## config.mk

```make
export PLATFORM = sky130hd
export DESIGN_NAME = eg_top
export DESIGN_NICKNAME = d
export VERILOG_FILES = /design/src/eg_cfg_pkg.sv /design/src/eg_core_pkg.sv /design/src/eg_top.sv /design/src/eg_envelope.sv /design/src/eg_slot_ctrl.sv /design/src/eg_delay_line.sv
export SDC_FILE = /design/constraint.sdc
export NUM_CORES = 2
export LEC_CHECK = 0
export BUFFER_PORTS_ARGS = -buffer_cell sky130_fd_sc_hd__buf_2
export CAP_MARGIN = 20
export CORE_MARGIN = 10
export CORE_UTILIZATION = 50
export CTS_BUF_LIST = sky130_fd_sc_hd__clkbuf_8 sky130_fd_sc_hd__clkbuf_16
export DETAILED_ROUTE_END_ITERATION = 6
export PLACE_DENSITY_LB_ADDON = 0.25
export SETUP_SLACK_MARGIN = 0.1
export SLEW_MARGIN = 25
export SYNTH_ARGS = -nofsm -noshare
export SYNTH_HDL_FRONTEND = slang
export SYNTH_SLANG_ARGS = --single-unit
export TNS_END_PERCENT = 100
```

## constraint.sdc

```tcl
create_clock -name clk -period 14 [get_ports clk]
set_input_delay 1.4 -clock clk [delete_from_list [all_inputs] [get_ports clk]]
set_output_delay 1.4 -clock clk [all_outputs]
set_load 0.02 [all_outputs]
```

## src/eg_cfg_pkg.sv

```systemverilog
//==========================================================
// envelope generator host-side types: slot index, per-slot
// settings and the write command from the host port
//==========================================================
package eg_cfg_pkg;

	localparam int NUM_SLOTS = 32; // operator slots per frame

	typedef logic [4:0] slot_t;
	typedef logic [4:0] rate5_t;   // attack, decay 1, decay 2
	typedef logic [3:0] rate4_t;   // release
	typedef logic [3:0] d1l_t;     // 15 stands for 16
	typedef logic [1:0] ks_t;
	typedef logic [4:0] keycode_t;
	typedef logic [6:0] tl_t;

	// write target; value bits used are the LSBs of the field,
	// except d1l_ks which takes d1l from [7:4] and ks from [1:0]
	typedef enum logic [3:0] {
		FLD_AR      = 4'd0,
		FLD_D1R     = 4'd1,
		FLD_D2R     = 4'd2,
		FLD_RR      = 4'd3,
		FLD_D1L_KS  = 4'd4,
		FLD_KEYCODE = 4'd5,
		FLD_TL      = 4'd6,
		FLD_KEYON   = 4'd7,
		FLD_KEYOFF  = 4'd8
	} eg_field_t;

	typedef struct packed {
		slot_t      slot;
		eg_field_t  field;
		logic [7:0] value;
	} eg_wr_t;

	typedef struct packed {
		rate5_t   ar;
		rate5_t   d1r;
		rate5_t   d2r;
		rate4_t   rr;
		d1l_t     d1l;
		ks_t      ks;
		keycode_t keycode;
		tl_t      tl;
	} eg_slot_cfg_t;

endpackage
```

## src/eg_core_pkg.sv

```systemverilog
//==========================================================
// envelope-side types: attenuation level, effective rate,
// state encoding and the per-clock slot record
//==========================================================
package eg_core_pkg;

	localparam int LEVEL_RING = 32; // one stage per slot
	localparam int STATE_RING = 32;

	// 1 LSB is about 0.094 dB, all ones is silence
	typedef logic [9:0] level_t;

	typedef logic [5:0] rate6_t;

	// release is all ones so the rings reset into it
	typedef enum logic [1:0] {
		ATTACK  = 2'd0,
		DECAY1  = 2'd1,
		DECAY2  = 2'd2,
		RELEASE = 2'd3
	} eg_state_t;

	// handed from the slot controller to the envelope each clock
	typedef struct packed {
		eg_cfg_pkg::slot_t        slot;
		eg_cfg_pkg::eg_slot_cfg_t cfg;
		logic                     keyon;  // single-visit pulse
		logic                     keyoff; // single-visit pulse
	} eg_slot_t;

endpackage

```

## src/eg_top.sv

```systemverilog
//==========================================================
// envelope generator top: slot controller, level and state
// rings and the shared envelope datapath
//==========================================================
module eg_top (
	input  logic                clk,
	input  logic                rst,
	input  eg_cfg_pkg::eg_wr_t  wr,
	input  logic                wr_req,
	output logic                wr_ack,
	output eg_core_pkg::level_t eg,
	output eg_cfg_pkg::slot_t   out_slot
);

	eg_core_pkg::eg_slot_t  cur;
	logic                   frame;
	eg_core_pkg::level_t    lvl_old;
	eg_core_pkg::level_t    lvl_new;
	eg_core_pkg::eg_state_t st_old;
	eg_core_pkg::eg_state_t st_new;
	logic [1:0]             st_ring_out;

	assign st_old = eg_core_pkg::eg_state_t'(st_ring_out);

	eg_slot_ctrl u_slot_ctrl (
		.clk    (clk),
		.rst    (rst),
		.wr     (wr),
		.wr_req (wr_req),
		.wr_ack (wr_ack),
		.cur    (cur),
		.frame  (frame)
	);

	eg_delay_line #(
		.width  ($bits(eg_core_pkg::level_t)),
		.stages (eg_core_pkg::LEVEL_RING)
	) u_level_ring (
		.clk  (clk),
		.rst  (rst),
		.din  (lvl_new),
		.dout (lvl_old)
	);

	eg_delay_line #(
		.width  ($bits(eg_core_pkg::eg_state_t)),
		.stages (eg_core_pkg::STATE_RING)
	) u_state_ring (
		.clk  (clk),
		.rst  (rst),
		.din  (st_new),
		.dout (st_ring_out)
	);

	eg_envelope u_envelope (
		.clk      (clk),
		.rst      (rst),
		.cur      (cur),
		.frame    (frame),
		.lvl_old  (lvl_old),
		.st_old   (st_old),
		.lvl_new  (lvl_new),
		.st_new   (st_new),
		.eg       (eg),
		.out_slot (out_slot)
	);

endmodule

```

## src/eg_envelope.sv

```systemverilog
//==========================================================
// envelope update: ADSR state machine, global rate counter,
// step patterns, total level sum and output clamp
//==========================================================
module eg_envelope (
	input  logic                   clk,
	input  logic                   rst,
	input  eg_core_pkg::eg_slot_t  cur,
	input  logic                   frame,
	input  eg_core_pkg::level_t    lvl_old,
	input  eg_core_pkg::eg_state_t st_old,
	output eg_core_pkg::level_t    lvl_new,
	output eg_core_pkg::eg_state_t st_new,
	output eg_core_pkg::level_t    eg,
	output eg_cfg_pkg::slot_t      out_slot
);

	logic [1:0]  frame_div;
	logic [14:0] rate_cnt;
	logic        tick;     // counter moved this frame

	eg_core_pkg::eg_state_t st_mid;
	logic [4:0]             d1_thr;
	eg_cfg_pkg::rate5_t     rate_cfg;
	logic [6:0]             rate_sum;
	eg_core_pkg::rate6_t    rate;

	logic [3:0]  shift;
	logic [14:0] cnt_shr;
	logic        aligned;
	logic [2:0]  win;
	logic [7:0]  pattern;
	logic        sel;
	logic        move;

	logic [3:0]          inc;
	logic [10:0]         dec_sum;
	logic [9:0]          atk_base;
	logic [9:0]          atk_dec;
	eg_core_pkg::level_t atk_lvl;

	eg_core_pkg::level_t lvl_q;
	eg_cfg_pkg::tl_t     tl_q;
	eg_cfg_pkg::slot_t   slot_q;
	logic [10:0]         out_sum;

	// global rate counter, one count every 3 frames
	always_ff @(posedge clk) begin
		if (rst) begin
			frame_div <= '0;
			rate_cnt  <= '0;
			tick      <= 1'b0;
		end else if (frame) begin
			if (frame_div == 2'd2) begin
				frame_div <= '0;
				rate_cnt  <= rate_cnt + 1'b1;
				tick      <= 1'b1;
			end else begin
				frame_div <= frame_div + 1'b1;
				tick      <= 1'b0;
			end
		end
	end

	// state selection
	always_comb begin
		d1_thr = (cur.cfg.d1l == 4'd15) ? 5'd16 : {1'b0, cur.cfg.d1l};
		st_mid = st_old;
		if (st_old == eg_core_pkg::ATTACK && lvl_old == '0)
			st_mid = eg_core_pkg::DECAY1;
		if (st_mid == eg_core_pkg::DECAY1 && lvl_old[9:5] >= d1_thr)
			st_mid = eg_core_pkg::DECAY2; // d1l 0 falls straight through
		if (cur.keyoff)
			st_new = eg_core_pkg::RELEASE;
		else if (cur.keyon)
			st_new = eg_core_pkg::ATTACK;
		else
			st_new = st_mid;
	end

	// effective rate with key scaling
	always_comb begin
		case (st_new)
			eg_core_pkg::ATTACK:  rate_cfg = cur.cfg.ar;
			eg_core_pkg::DECAY1:  rate_cfg = cur.cfg.d1r;
			eg_core_pkg::DECAY2:  rate_cfg = cur.cfg.d2r;
			default:              rate_cfg = {cur.cfg.rr, 1'b1};
		endcase
		if (rate_cfg == '0)
			rate_sum = '0;
		else
			rate_sum = {1'b0, rate_cfg, 1'b0}
				+ ({2'b00, cur.cfg.keycode} >> (2'd3 - cur.cfg.ks));
		rate = rate_sum[6] ? 6'd63 : rate_sum[5:0];
	end

	// counter window and step pattern
	always_comb begin
		if (st_new == eg_core_pkg::ATTACK)
			shift = (rate[5:2] >= 4'd11) ? 4'd0 : 4'd11 - rate[5:2]; // attack runs 2x
		else
			shift = (rate[5:2] >= 4'd12) ? 4'd0 : 4'd12 - rate[5:2];
		cnt_shr = rate_cnt >> shift;
		win     = cnt_shr[2:0];
		aligned = (rate_cnt & ((15'd1 << shift) - 15'd1)) == 15'd0;

		if (rate[5:4] == 2'b11) begin
			if (rate[5:2] == 4'hf && st_new == eg_core_pkg::ATTACK)
				pattern = 8'b1111_1111;
			else
				case (rate[1:0])
					2'd0: pattern = 8'b0000_0000;
					2'd1: pattern = 8'b1000_1000;
					2'd2: pattern = 8'b1010_1010;
					default: pattern = 8'b1110_1110;
				endcase
		end else if (rate[5:2] == 4'd0 && st_new != eg_core_pkg::ATTACK) begin
			pattern = 8'b1111_1110; // slowest decays
		end else begin
			case (rate[1:0])
				2'd0: pattern = 8'b1010_1010;
				2'd1: pattern = 8'b1110_1010;
				2'd2: pattern = 8'b1110_1110;
				default: pattern = 8'b1111_1110;
			endcase
		end
		sel = pattern[win];

		// high rates move every tick, the pattern picks the size
		move = tick && aligned && (rate[5:1] != 5'd0)
			&& (rate[5:4] == 2'b11 || sel);
	end

	// step amounts
	always_comb begin
		case (rate[5:2])
			4'd12: inc = sel ? 4'd2 : 4'd1;
			4'd13: inc = sel ? 4'd4 : 4'd2;
			4'd14: inc = sel ? 4'd8 : 4'd4;
			4'd15: inc = 4'd8;
			default: inc = 4'd1;
		endcase
		dec_sum = {1'b0, lvl_old} + {7'd0, inc};

		case (rate[5:2])
			4'd13: atk_base = lvl_old >> 3;
			4'd14, 4'd15: atk_base = lvl_old >> 2;
			default: atk_base = lvl_old >> 4;
		endcase
		atk_dec = atk_base + 1'b1;
		if (rate[5:4] == 2'b11 && sel)
			atk_dec = atk_dec << 1;
		atk_lvl = (lvl_old > atk_dec) ? lvl_old - atk_dec : '0;
	end

	// new level back to the ring
	always_comb begin
		lvl_new = lvl_old;
		if (st_new == eg_core_pkg::ATTACK) begin
			if (cur.keyon) begin
				if (cur.cfg.ar == 5'd31)
					lvl_new = '0; // instant attack
			end else if (move && lvl_old != '0) begin
				lvl_new = (rate[5:1] == 5'd31) ? '0 : atk_lvl;
			end
		end else if (move) begin
			lvl_new = dec_sum[10] ? '1 : dec_sum[9:0]; // saturate at silence
		end
	end

	assign out_sum = {1'b0, lvl_q} + {1'b0, tl_q, 3'b000};

	// two output stages, out_slot travels with eg
	always_ff @(posedge clk) begin
		if (rst) begin
			lvl_q    <= '1;
			tl_q     <= '0;
			slot_q   <= '0;
			eg       <= '1;
			out_slot <= '0;
		end else begin
			lvl_q    <= lvl_new;
			tl_q     <= cur.cfg.tl;
			slot_q   <= cur.slot;
			eg       <= out_sum[10] ? '1 : out_sum[9:0];
			out_slot <= slot_q;
		end
	end

endmodule

```

## src/eg_slot_ctrl.sv

```systemverilog
//==========================================================
// slot controller: four-phase host writes, per-slot setting
// store, pending key events and the slot/frame sequencer
//==========================================================
module eg_slot_ctrl (
	input  logic                  clk,
	input  logic                  rst,
	input  eg_cfg_pkg::eg_wr_t    wr,
	input  logic                  wr_req,
	output logic                  wr_ack,
	output eg_core_pkg::eg_slot_t cur,
	output logic                  frame
);

	eg_cfg_pkg::eg_slot_cfg_t cfg_mem [eg_cfg_pkg::NUM_SLOTS];

	logic [eg_cfg_pkg::NUM_SLOTS-1:0] keyon_pend;
	logic [eg_cfg_pkg::NUM_SLOTS-1:0] keyoff_pend;

	eg_cfg_pkg::slot_t slot_cnt;
	logic              wr_take;

	assign wr_take = wr_req && !wr_ack; // new command only once ack is low

	// handshake: ack follows req one clock later in both directions
	always_ff @(posedge clk) begin
		if (rst)
			wr_ack <= 1'b0;
		else if (wr_take)
			wr_ack <= 1'b1;
		else if (!wr_req && wr_ack)
			wr_ack <= 1'b0;
	end

	// setting store, cleared so idle slots hold still
	always_ff @(posedge clk) begin
		if (rst) begin
			for (int i = 0; i < eg_cfg_pkg::NUM_SLOTS; i++)
				cfg_mem[i] <= '0;
		end else if (wr_take) begin
			case (wr.field)
				eg_cfg_pkg::FLD_AR:      cfg_mem[wr.slot].ar <= wr.value[4:0];
				eg_cfg_pkg::FLD_D1R:     cfg_mem[wr.slot].d1r <= wr.value[4:0];
				eg_cfg_pkg::FLD_D2R:     cfg_mem[wr.slot].d2r <= wr.value[4:0];
				eg_cfg_pkg::FLD_RR:      cfg_mem[wr.slot].rr <= wr.value[3:0];
				eg_cfg_pkg::FLD_D1L_KS: begin
					cfg_mem[wr.slot].d1l <= wr.value[7:4];
					cfg_mem[wr.slot].ks  <= wr.value[1:0];
				end
				eg_cfg_pkg::FLD_KEYCODE: cfg_mem[wr.slot].keycode <= wr.value[4:0];
				eg_cfg_pkg::FLD_TL:      cfg_mem[wr.slot].tl <= wr.value[6:0];
				default: ; // key events go to the pending flags
			endcase
		end
	end

	// slot sequencer and key pulses
	always_ff @(posedge clk) begin
		if (rst) begin
			slot_cnt    <= '0;
			keyon_pend  <= '0;
			keyoff_pend <= '0;
			cur         <= '0;
			frame       <= 1'b0;
		end else begin
			slot_cnt   <= slot_cnt + 1'b1; // wraps at 32
			frame      <= (slot_cnt == '0);
			cur.slot   <= slot_cnt;
			cur.cfg    <= cfg_mem[slot_cnt];
			cur.keyoff <= keyoff_pend[slot_cnt];
			cur.keyon  <= keyon_pend[slot_cnt] & ~keyoff_pend[slot_cnt]; // keyoff wins

			// issued once, then cleared
			keyon_pend[slot_cnt]  <= 1'b0;
			keyoff_pend[slot_cnt] <= 1'b0;

			// a fresh event for the slot being served waits a full frame
			if (wr_take && wr.field == eg_cfg_pkg::FLD_KEYON)
				keyon_pend[wr.slot] <= 1'b1;
			if (wr_take && wr.field == eg_cfg_pkg::FLD_KEYOFF)
				keyoff_pend[wr.slot] <= 1'b1;
		end
	end

endmodule

```

## src/eg_delay_line.sv

```systemverilog
//==========================================================
// circulating shift register, one entry per slot, reset to ones
//==========================================================
module eg_delay_line #(
	parameter int width  = 10,
	parameter int stages = 32
) (
	input  logic             clk,
	input  logic             rst,
	input  logic [width-1:0] din,
	output logic [width-1:0] dout
);

	logic [width-1:0] sh [stages];

	always_ff @(posedge clk) begin
		if (rst) begin
			for (int i = 0; i < stages; i++)
				sh[i] <= '1; // silent level, release state
		end else begin
			sh[0] <= din;
			for (int i = 1; i < stages; i++)
				sh[i] <= sh[i-1];
		end
	end

	assign dout = sh[stages-1];

endmodule

```

-- Word level (Yosys, flattened, before mapping)
Memories as Yosys holds them, arrays and structs flattened. A register that Yosys moved wholly into a read port is not among the register bits.
Cells that the tools add are included.
Widths: inputs -> output; s select.
- bits in registers: 133
- latch bits: 0
- bits in writable memories: 1568
- ROM bits: 0
- input bits: 20
- output and inout bits: 16
- logic and storage cells: 316
- memories kept: 3
- memories (name ; words ; bits a word ; read ports ; clocked after Yosys merged registers in ; write ports ; line ; text):
    u_slot_ctrl.cfg_mem ; 32 ; 37 ; 1 ; 1 ; 32 ; eg_slot_ctrl.sv:15 ; eg_cfg_pkg::eg_slot_cfg_t cfg_mem [eg_cfg_pkg::NUM_SLOTS];
    u_level_ring.sh ; 32 ; 10 ; 32 ; 0 ; 32 ; eg_delay_line.sv:14 ; logic [width-1:0] sh [stages];
    u_state_ring.sh ; 32 ; 2 ; 32 ; 0 ; 32 ; eg_delay_line.sv:14 ;
- add/subtract/negate cells: 12
- multipliers: 0
- divide/modulo/power cells: 0
- order comparisons: 9
- equality and inequality tests: 22
- shift operators: 3
- mux-type cells: 144
- bitwise gates (word level): 72
- reduce and logical (&&, ||, !) cells: 35
- operators with widths (kind ; number):
    $mux 10 ; 41
    $mux 2 ; 38
    $and 32x32->32 ; 2
    $mux 32 ; 2
    $or 1x1->1 ; 64
    $or 32x32->32 ; 2
    $mux 1 ; 39
    $mux 37 ; 1
    $reduce_or 37->1 ; 1
    $not 32->32 ; 1
    $eq 4x4->1 const B ; 6
    $mux 8 ; 3
    $pmux 8 s3 ; 1
    $pmux 7 s3 ; 1
    $eq 4x3->1 const B ; 4
    $mux 4 ; 4
    $pmux 4 s4 ; 1
    $pmux 8 s2 ; 1
    $add 15x1->15 const B ; 1
    $and 15x15->15 ; 1
    $logic_and 1x1->1 ; 15
    $logic_not 15->1 ; 1
    $pmux 5 s3 ; 1
    $shl 1x4->15 const A ; 1
    43 further kinds ; 65

-- Depth between registers and ports, before layout
An unclocked memory read counts as a cell.
- word-level depth: 29
- mapped depth: 51
- depth with buffers taken out: 48

-- Modules after synthesis
A second synthesis with hierarchy kept.
- cells, all modules: 5777
- area, all modules: 75950.3 µm²
- by module, submodules not included (module ; times used ; cells each ; area each (µm²) ; seq. area each (µm²)):
    eg_slot_ctrl ; 1 ; 4235 ; 59899.9 ; 37856.3
    eg_delay_line (u_level_ring) ; 1 ; 685 ; 8762.2 ; 6406.1
    eg_envelope ; 1 ; 720 ; 5512.8 ; 1101.1
    eg_delay_line (u_state_ring) ; 1 ; 137 ; 1775.5 ; 1281.2

-- Worst setup path before layout
OpenSTA, ideal clock, no wires.
- path type: register to register
- from: mem u_level_ring.sh[31][5] (netlist: u_level_ring.sh[1][155])
- to: reg u_envelope.lvl_q[6]
- setup time: 0.126 ns
- data arrival time: 9.004 ns
- required time: 13.874 ns
- path slack: 4.870 ns
- stages on the path, launching flop included: 49
- buffers on the path: 3
- period minus slack after synthesis: 9.130 ns
- path through: dfxtp_1 -> clkbuf_1 -> inv_1 -> ha_1 -> nor2b_1 -> o21ai_0 -> a31oi_1 -> a31oi_1 -> nand2_1 -> ha_1 -> fa_1 -> a21o_1 -> a21oi_1 -> nor2_1 -> mux2i_1 -> nand2_1 -> inv_1 -> ha_1 -> [13 not listed] -> nor2_1 -> ha_1 -> inv_1 -> fa_1 -> a21o_1 -> a21oi_1 -> o21bai_1 -> a21oi_1 -> o21bai_1 -> a21oi_1 -> nor2b_1 -> o21a_1 -> o221ai_1 -> nor2_1 -> nand3_1 -> nor3_1 -> o32ai_1 -> nor3_1
- RTL lines (what ; line ; text):
    from (decl) ; eg_delay_line.sv:14 ;
    to (signal assigned) ; eg_envelope.sv:182 ; lvl_q <= lvl_new;
    to (decl) ; eg_envelope.sv:42 ; eg_core_pkg::level_t lvl_q;

==> flow_summary.json <==
{
  "rsz0062_at_grt": "false",
  "cts_buffers": 175,
  "synth_edf_count": 1184,
  "skew_ps": 51.1,
  "place_hpwl_um": 110000,
  "ys_top_cells_by_area": "edfxtp_1 48%, dfxtp_1 15%, and3_1 10%, mux4_2 9.4%, or2_2 3.2%",
  "layout.cells.non_filler": 7299,
  "status": "finished clean",
  "crit_type": "reg2reg",
  "critPathLaunch": "u_level_ring.sh[1][155]",
  "cts_tree": "yes",
  "path_depth": 45,
  "synthesis.area_um2": 74600,
  "drc": 0,
  "fin_crit_ps": 11180,
  "final_nets": 5283,
  "maxCapViolations": 0,
  "p_int_mw": 8.38,
  "dr.first_iter.drc_count": 5547,
  "r2r_cells": 45,
  "synth_top_area_share_pct": 47.7,
  "clockBufferDepth": 3,
  "wl_per_cell_um": 25.9,
  "setup_viol_count_final": 0,
  "syn-num-nets": 5637,
  "fin_crit_sh_pct": 79.9,
  "post-place-ws_ps": 2940,
  "ys_ff_latch": 1728,
  "power_density_nw_per_um2": 135,
  "avgSynthCellArea_um2": 13.4,
  "yosys-top-cells-count": "1,193 x and3_1, 1,184 x edfxtp_1, 602 x clkbuf_1, 544 x dfxtp_1, 380 x or2_2",
  "grt_max_degree": 257,
  "avgViaCountPerCell": 6.28,
  "timing.rr.end": "u_envelope.lvl_q[6]",
  "fin_setup_tns_ps": 0,
  "path_clk_slew_ps": 60,
  "antenna_found_initial": 19,
  "utilization_pct": 55.0,
  "die_w_um": 406,
  "async_flop_share_pct": 0,
  "p_total_mw": 11.0,
  "switching_share_pct": 23.5,
  "dieArea_um2": 165000,
  "synth_top_cell_by_area": "edfxtp_1",
  "drt-total-wl_um": 189000,
  "hold_violations": 0,
  "relSlewSlack_pct": 27.3,
  "power.share.clock_pct": 41.4,
  "cts_sinks": 1728,
  "slew_viol_final": 0,
  "max_stage_delay_ps": 600,
  "syn_inst": 5571,
  "drive_gt1_share_pct": 21.3,
  "fmax_ghz": 0.0894,
  "seqPwrFrac_pct": 51.2,
  "leakage_nw": 33.6,
  "track_usage_pct": 22.5,
  "endpoint_kind": "register",
  "grt_pass1_wl_um": 286000,
  "yosysWarnings": 0,
  "crit_buf_inv": 3,
  "p_comb_share_pct": 7.4,
  "ant_nets": 0,
  "core_area_um2": 148000,
  "cts_hold_buffers": 0,
  "clockRootBuffer": "clkbuf_16",
  "vias": 45800,
  "r2r-start": "u_level_ring.sh[1][155]",
  "yosysMostFrequentCell": "and3_1",
  "yosysUniqueCellTypes": 92,
  "cp.arrival_ps": 11880,
  "grt_overflow": 0,
  "cts-resized-gates": 0,
  "ir_drop_mv": 0.0982,
  "initial_core_util_pct": 50.4,
  "worstPathMaxFanout": 12,
  "die_y_um": 406,
  "crit_end": "u_envelope.lvl_q[6]",
  "rrSetupSlack_ps": 2820,
  "htreeDepth": 4,
  "clk_latency_ps": 820,
  "ioPinCount": 36,
  "io_buffers": 35,
  "holdCritPathClass": "reg2reg",
  "synthFlopType": "edfxtp_1",
  "worstPathRequired_ps": 14690,
  "core.rowCount": 141,
  "cts_setup_buffers": 0,
  "first_pass_iters": 6,
  "finalWorstSetupSlack_ps": 2820,
  "path_delay_family": "compound AO/OA/AOI/OAI gates",
  "worstSetupStartpointType": "register",
  "worst_slew_pin_slew_ps": 1090,
  "cp_slowest_cell": "dfxtp_1",
  "p_switching_mw": 2.57,
  "dp.cells": 6969,
  "synthToLayoutAreaGrowth_pct": 9.19,
  "gp_congestion": 0.818,
  "grt_pass1_vias": 45200,
  "ys_seq_area_share_pct": 62.3
}
[kinds of logic after synthesis]
group	after synthesis	share of synthesized area [%]
flip-flops	1728	62.3
adder cells (fa/ha/maj)	47	0.827
XOR/XNOR	37	0.435
AND/OR/NAND/NOR	2026	16.2
buffers and inverters	693	3.56
AO/OA/AOI/OAI	702	6.97
multiplexers	338	9.78
[how the worst min path moves through the flow]
stage / cells past startpoint / slack [ps] / end / from
floorplan: 1 / 390 / u_level_ring.sh[0][100] / u_level_ring.sh[0][90]
global placement: 1 / 390 / u_level_ring.sh[0][29] / u_level_ring.sh[0][19]
detailed placement: 1 / 390 / u_level_ring.sh[1][119] / u_level_ring.sh[1][109]
CTS: 1 / 390 / u_state_ring.sh[1][0] / u_state_ring.sh[0][30]
global route: 1 / 400 / u_state_ring.sh[1][0] / u_state_ring.sh[0][30]
finish: 1 / 390 / u_state_ring.sh[1][1] / u_state_ring.sh[0][31]
[cells in the final DEF, fill, tap and decap left out, types with 27 or more instances in the layout]
cell / netlist / layout
nand2_1: 113 / 113
buf_2: 10 / 27
inv_1: 34 / 88
nor2b_1: 30 / 30
ha_1: 42 / 42
a221oi_1: 37 / 37
a21o_1: 238 / 238
or2_2: 380 / 380
buf_4: 3 / 88
edfxtp_1: 1184 / 1184
o21ai_0: 42 / 42
nor2_1: 164 / 127
clkbuf_16: 0 / 178
a21oi_1: 42 / 42
a22o_1: 39 / 39
a31oi_1: 53 / 52
and3_1: 1193 / 1192
nand3_1: 35 / 35
clkinv_1: 0 / 30
nor2_4: 0 / 37
a22oi_1: 157 / 157
dfxtp_1: 544 / 542
mux4_2: 312 / 312
[flip-flops by register name, indices dropped and copies added, names as in the netlist]
register and cells:
u_slot_ctrl.frame 1, u_envelope.frame_div 2, u_envelope.tick 1, u_envelope.slot_q 5
u_slot_ctrl.keyoff_pend 32, u_slot_ctrl.wr_ack 1, u_slot_ctrl.slot_cnt 5, u_slot_ctrl.cfg_mem 1184
u_slot_ctrl.cur 44, u_state_ring.sh 64, u_envelope.eg 10, u_envelope.tl_q 7
u_envelope.out_slot 5, u_level_ring.sh 311, u_slot_ctrl.keyon_pend 32, u_envelope.lvl_q 9
u_envelope.rate_cnt 15
[stage by stage]
stage	hold WS [ps]	cell area, µm²
2_1_floorplan	389	74600
3_3_place_gp	391	75800
3_5_place_dp	393	75800
4_1_cts	386	81400
5_1_grt	400	81400
6_report	390	81400
[per-layer routing]
metal / vias to the layer above / global-route usage [%] / wire (µm)
li1: 20300 / - / -
met4: 6 / 7.73 / 5920
met2: 1948 / 36.0 / 89600
met3: 338 / 4.19 / 16000
met5: - / 0 / 41
met1: 23300 / 30.9 / 77200
[power groups by stage]
stage	registers (mW)	clock network, mW	logic, mW
CTS	5.61	4.59	0.804
detailed placement	5.72	0	0.802
global route	5.62	4.81	0.860
floorplan	5.69	0	0.570
global placement	5.72	0	0.796
finish	5.61	4.53	0.808
[cell type report]
cell class / instances / area (µm²)
timing repair buffer: 127 / 995
clock buffer: 192 / 4650
antenna: 6 / 15.0
multi-input combinational: 3150 / 25800
clock inverter: 131 / 945
sequential: 1728 / 46500
fill: 11800 / 66600
inverter: 35 / 131
tap: 1930 / 2410
Note: power is estimated with default switching activity, not from simulation.
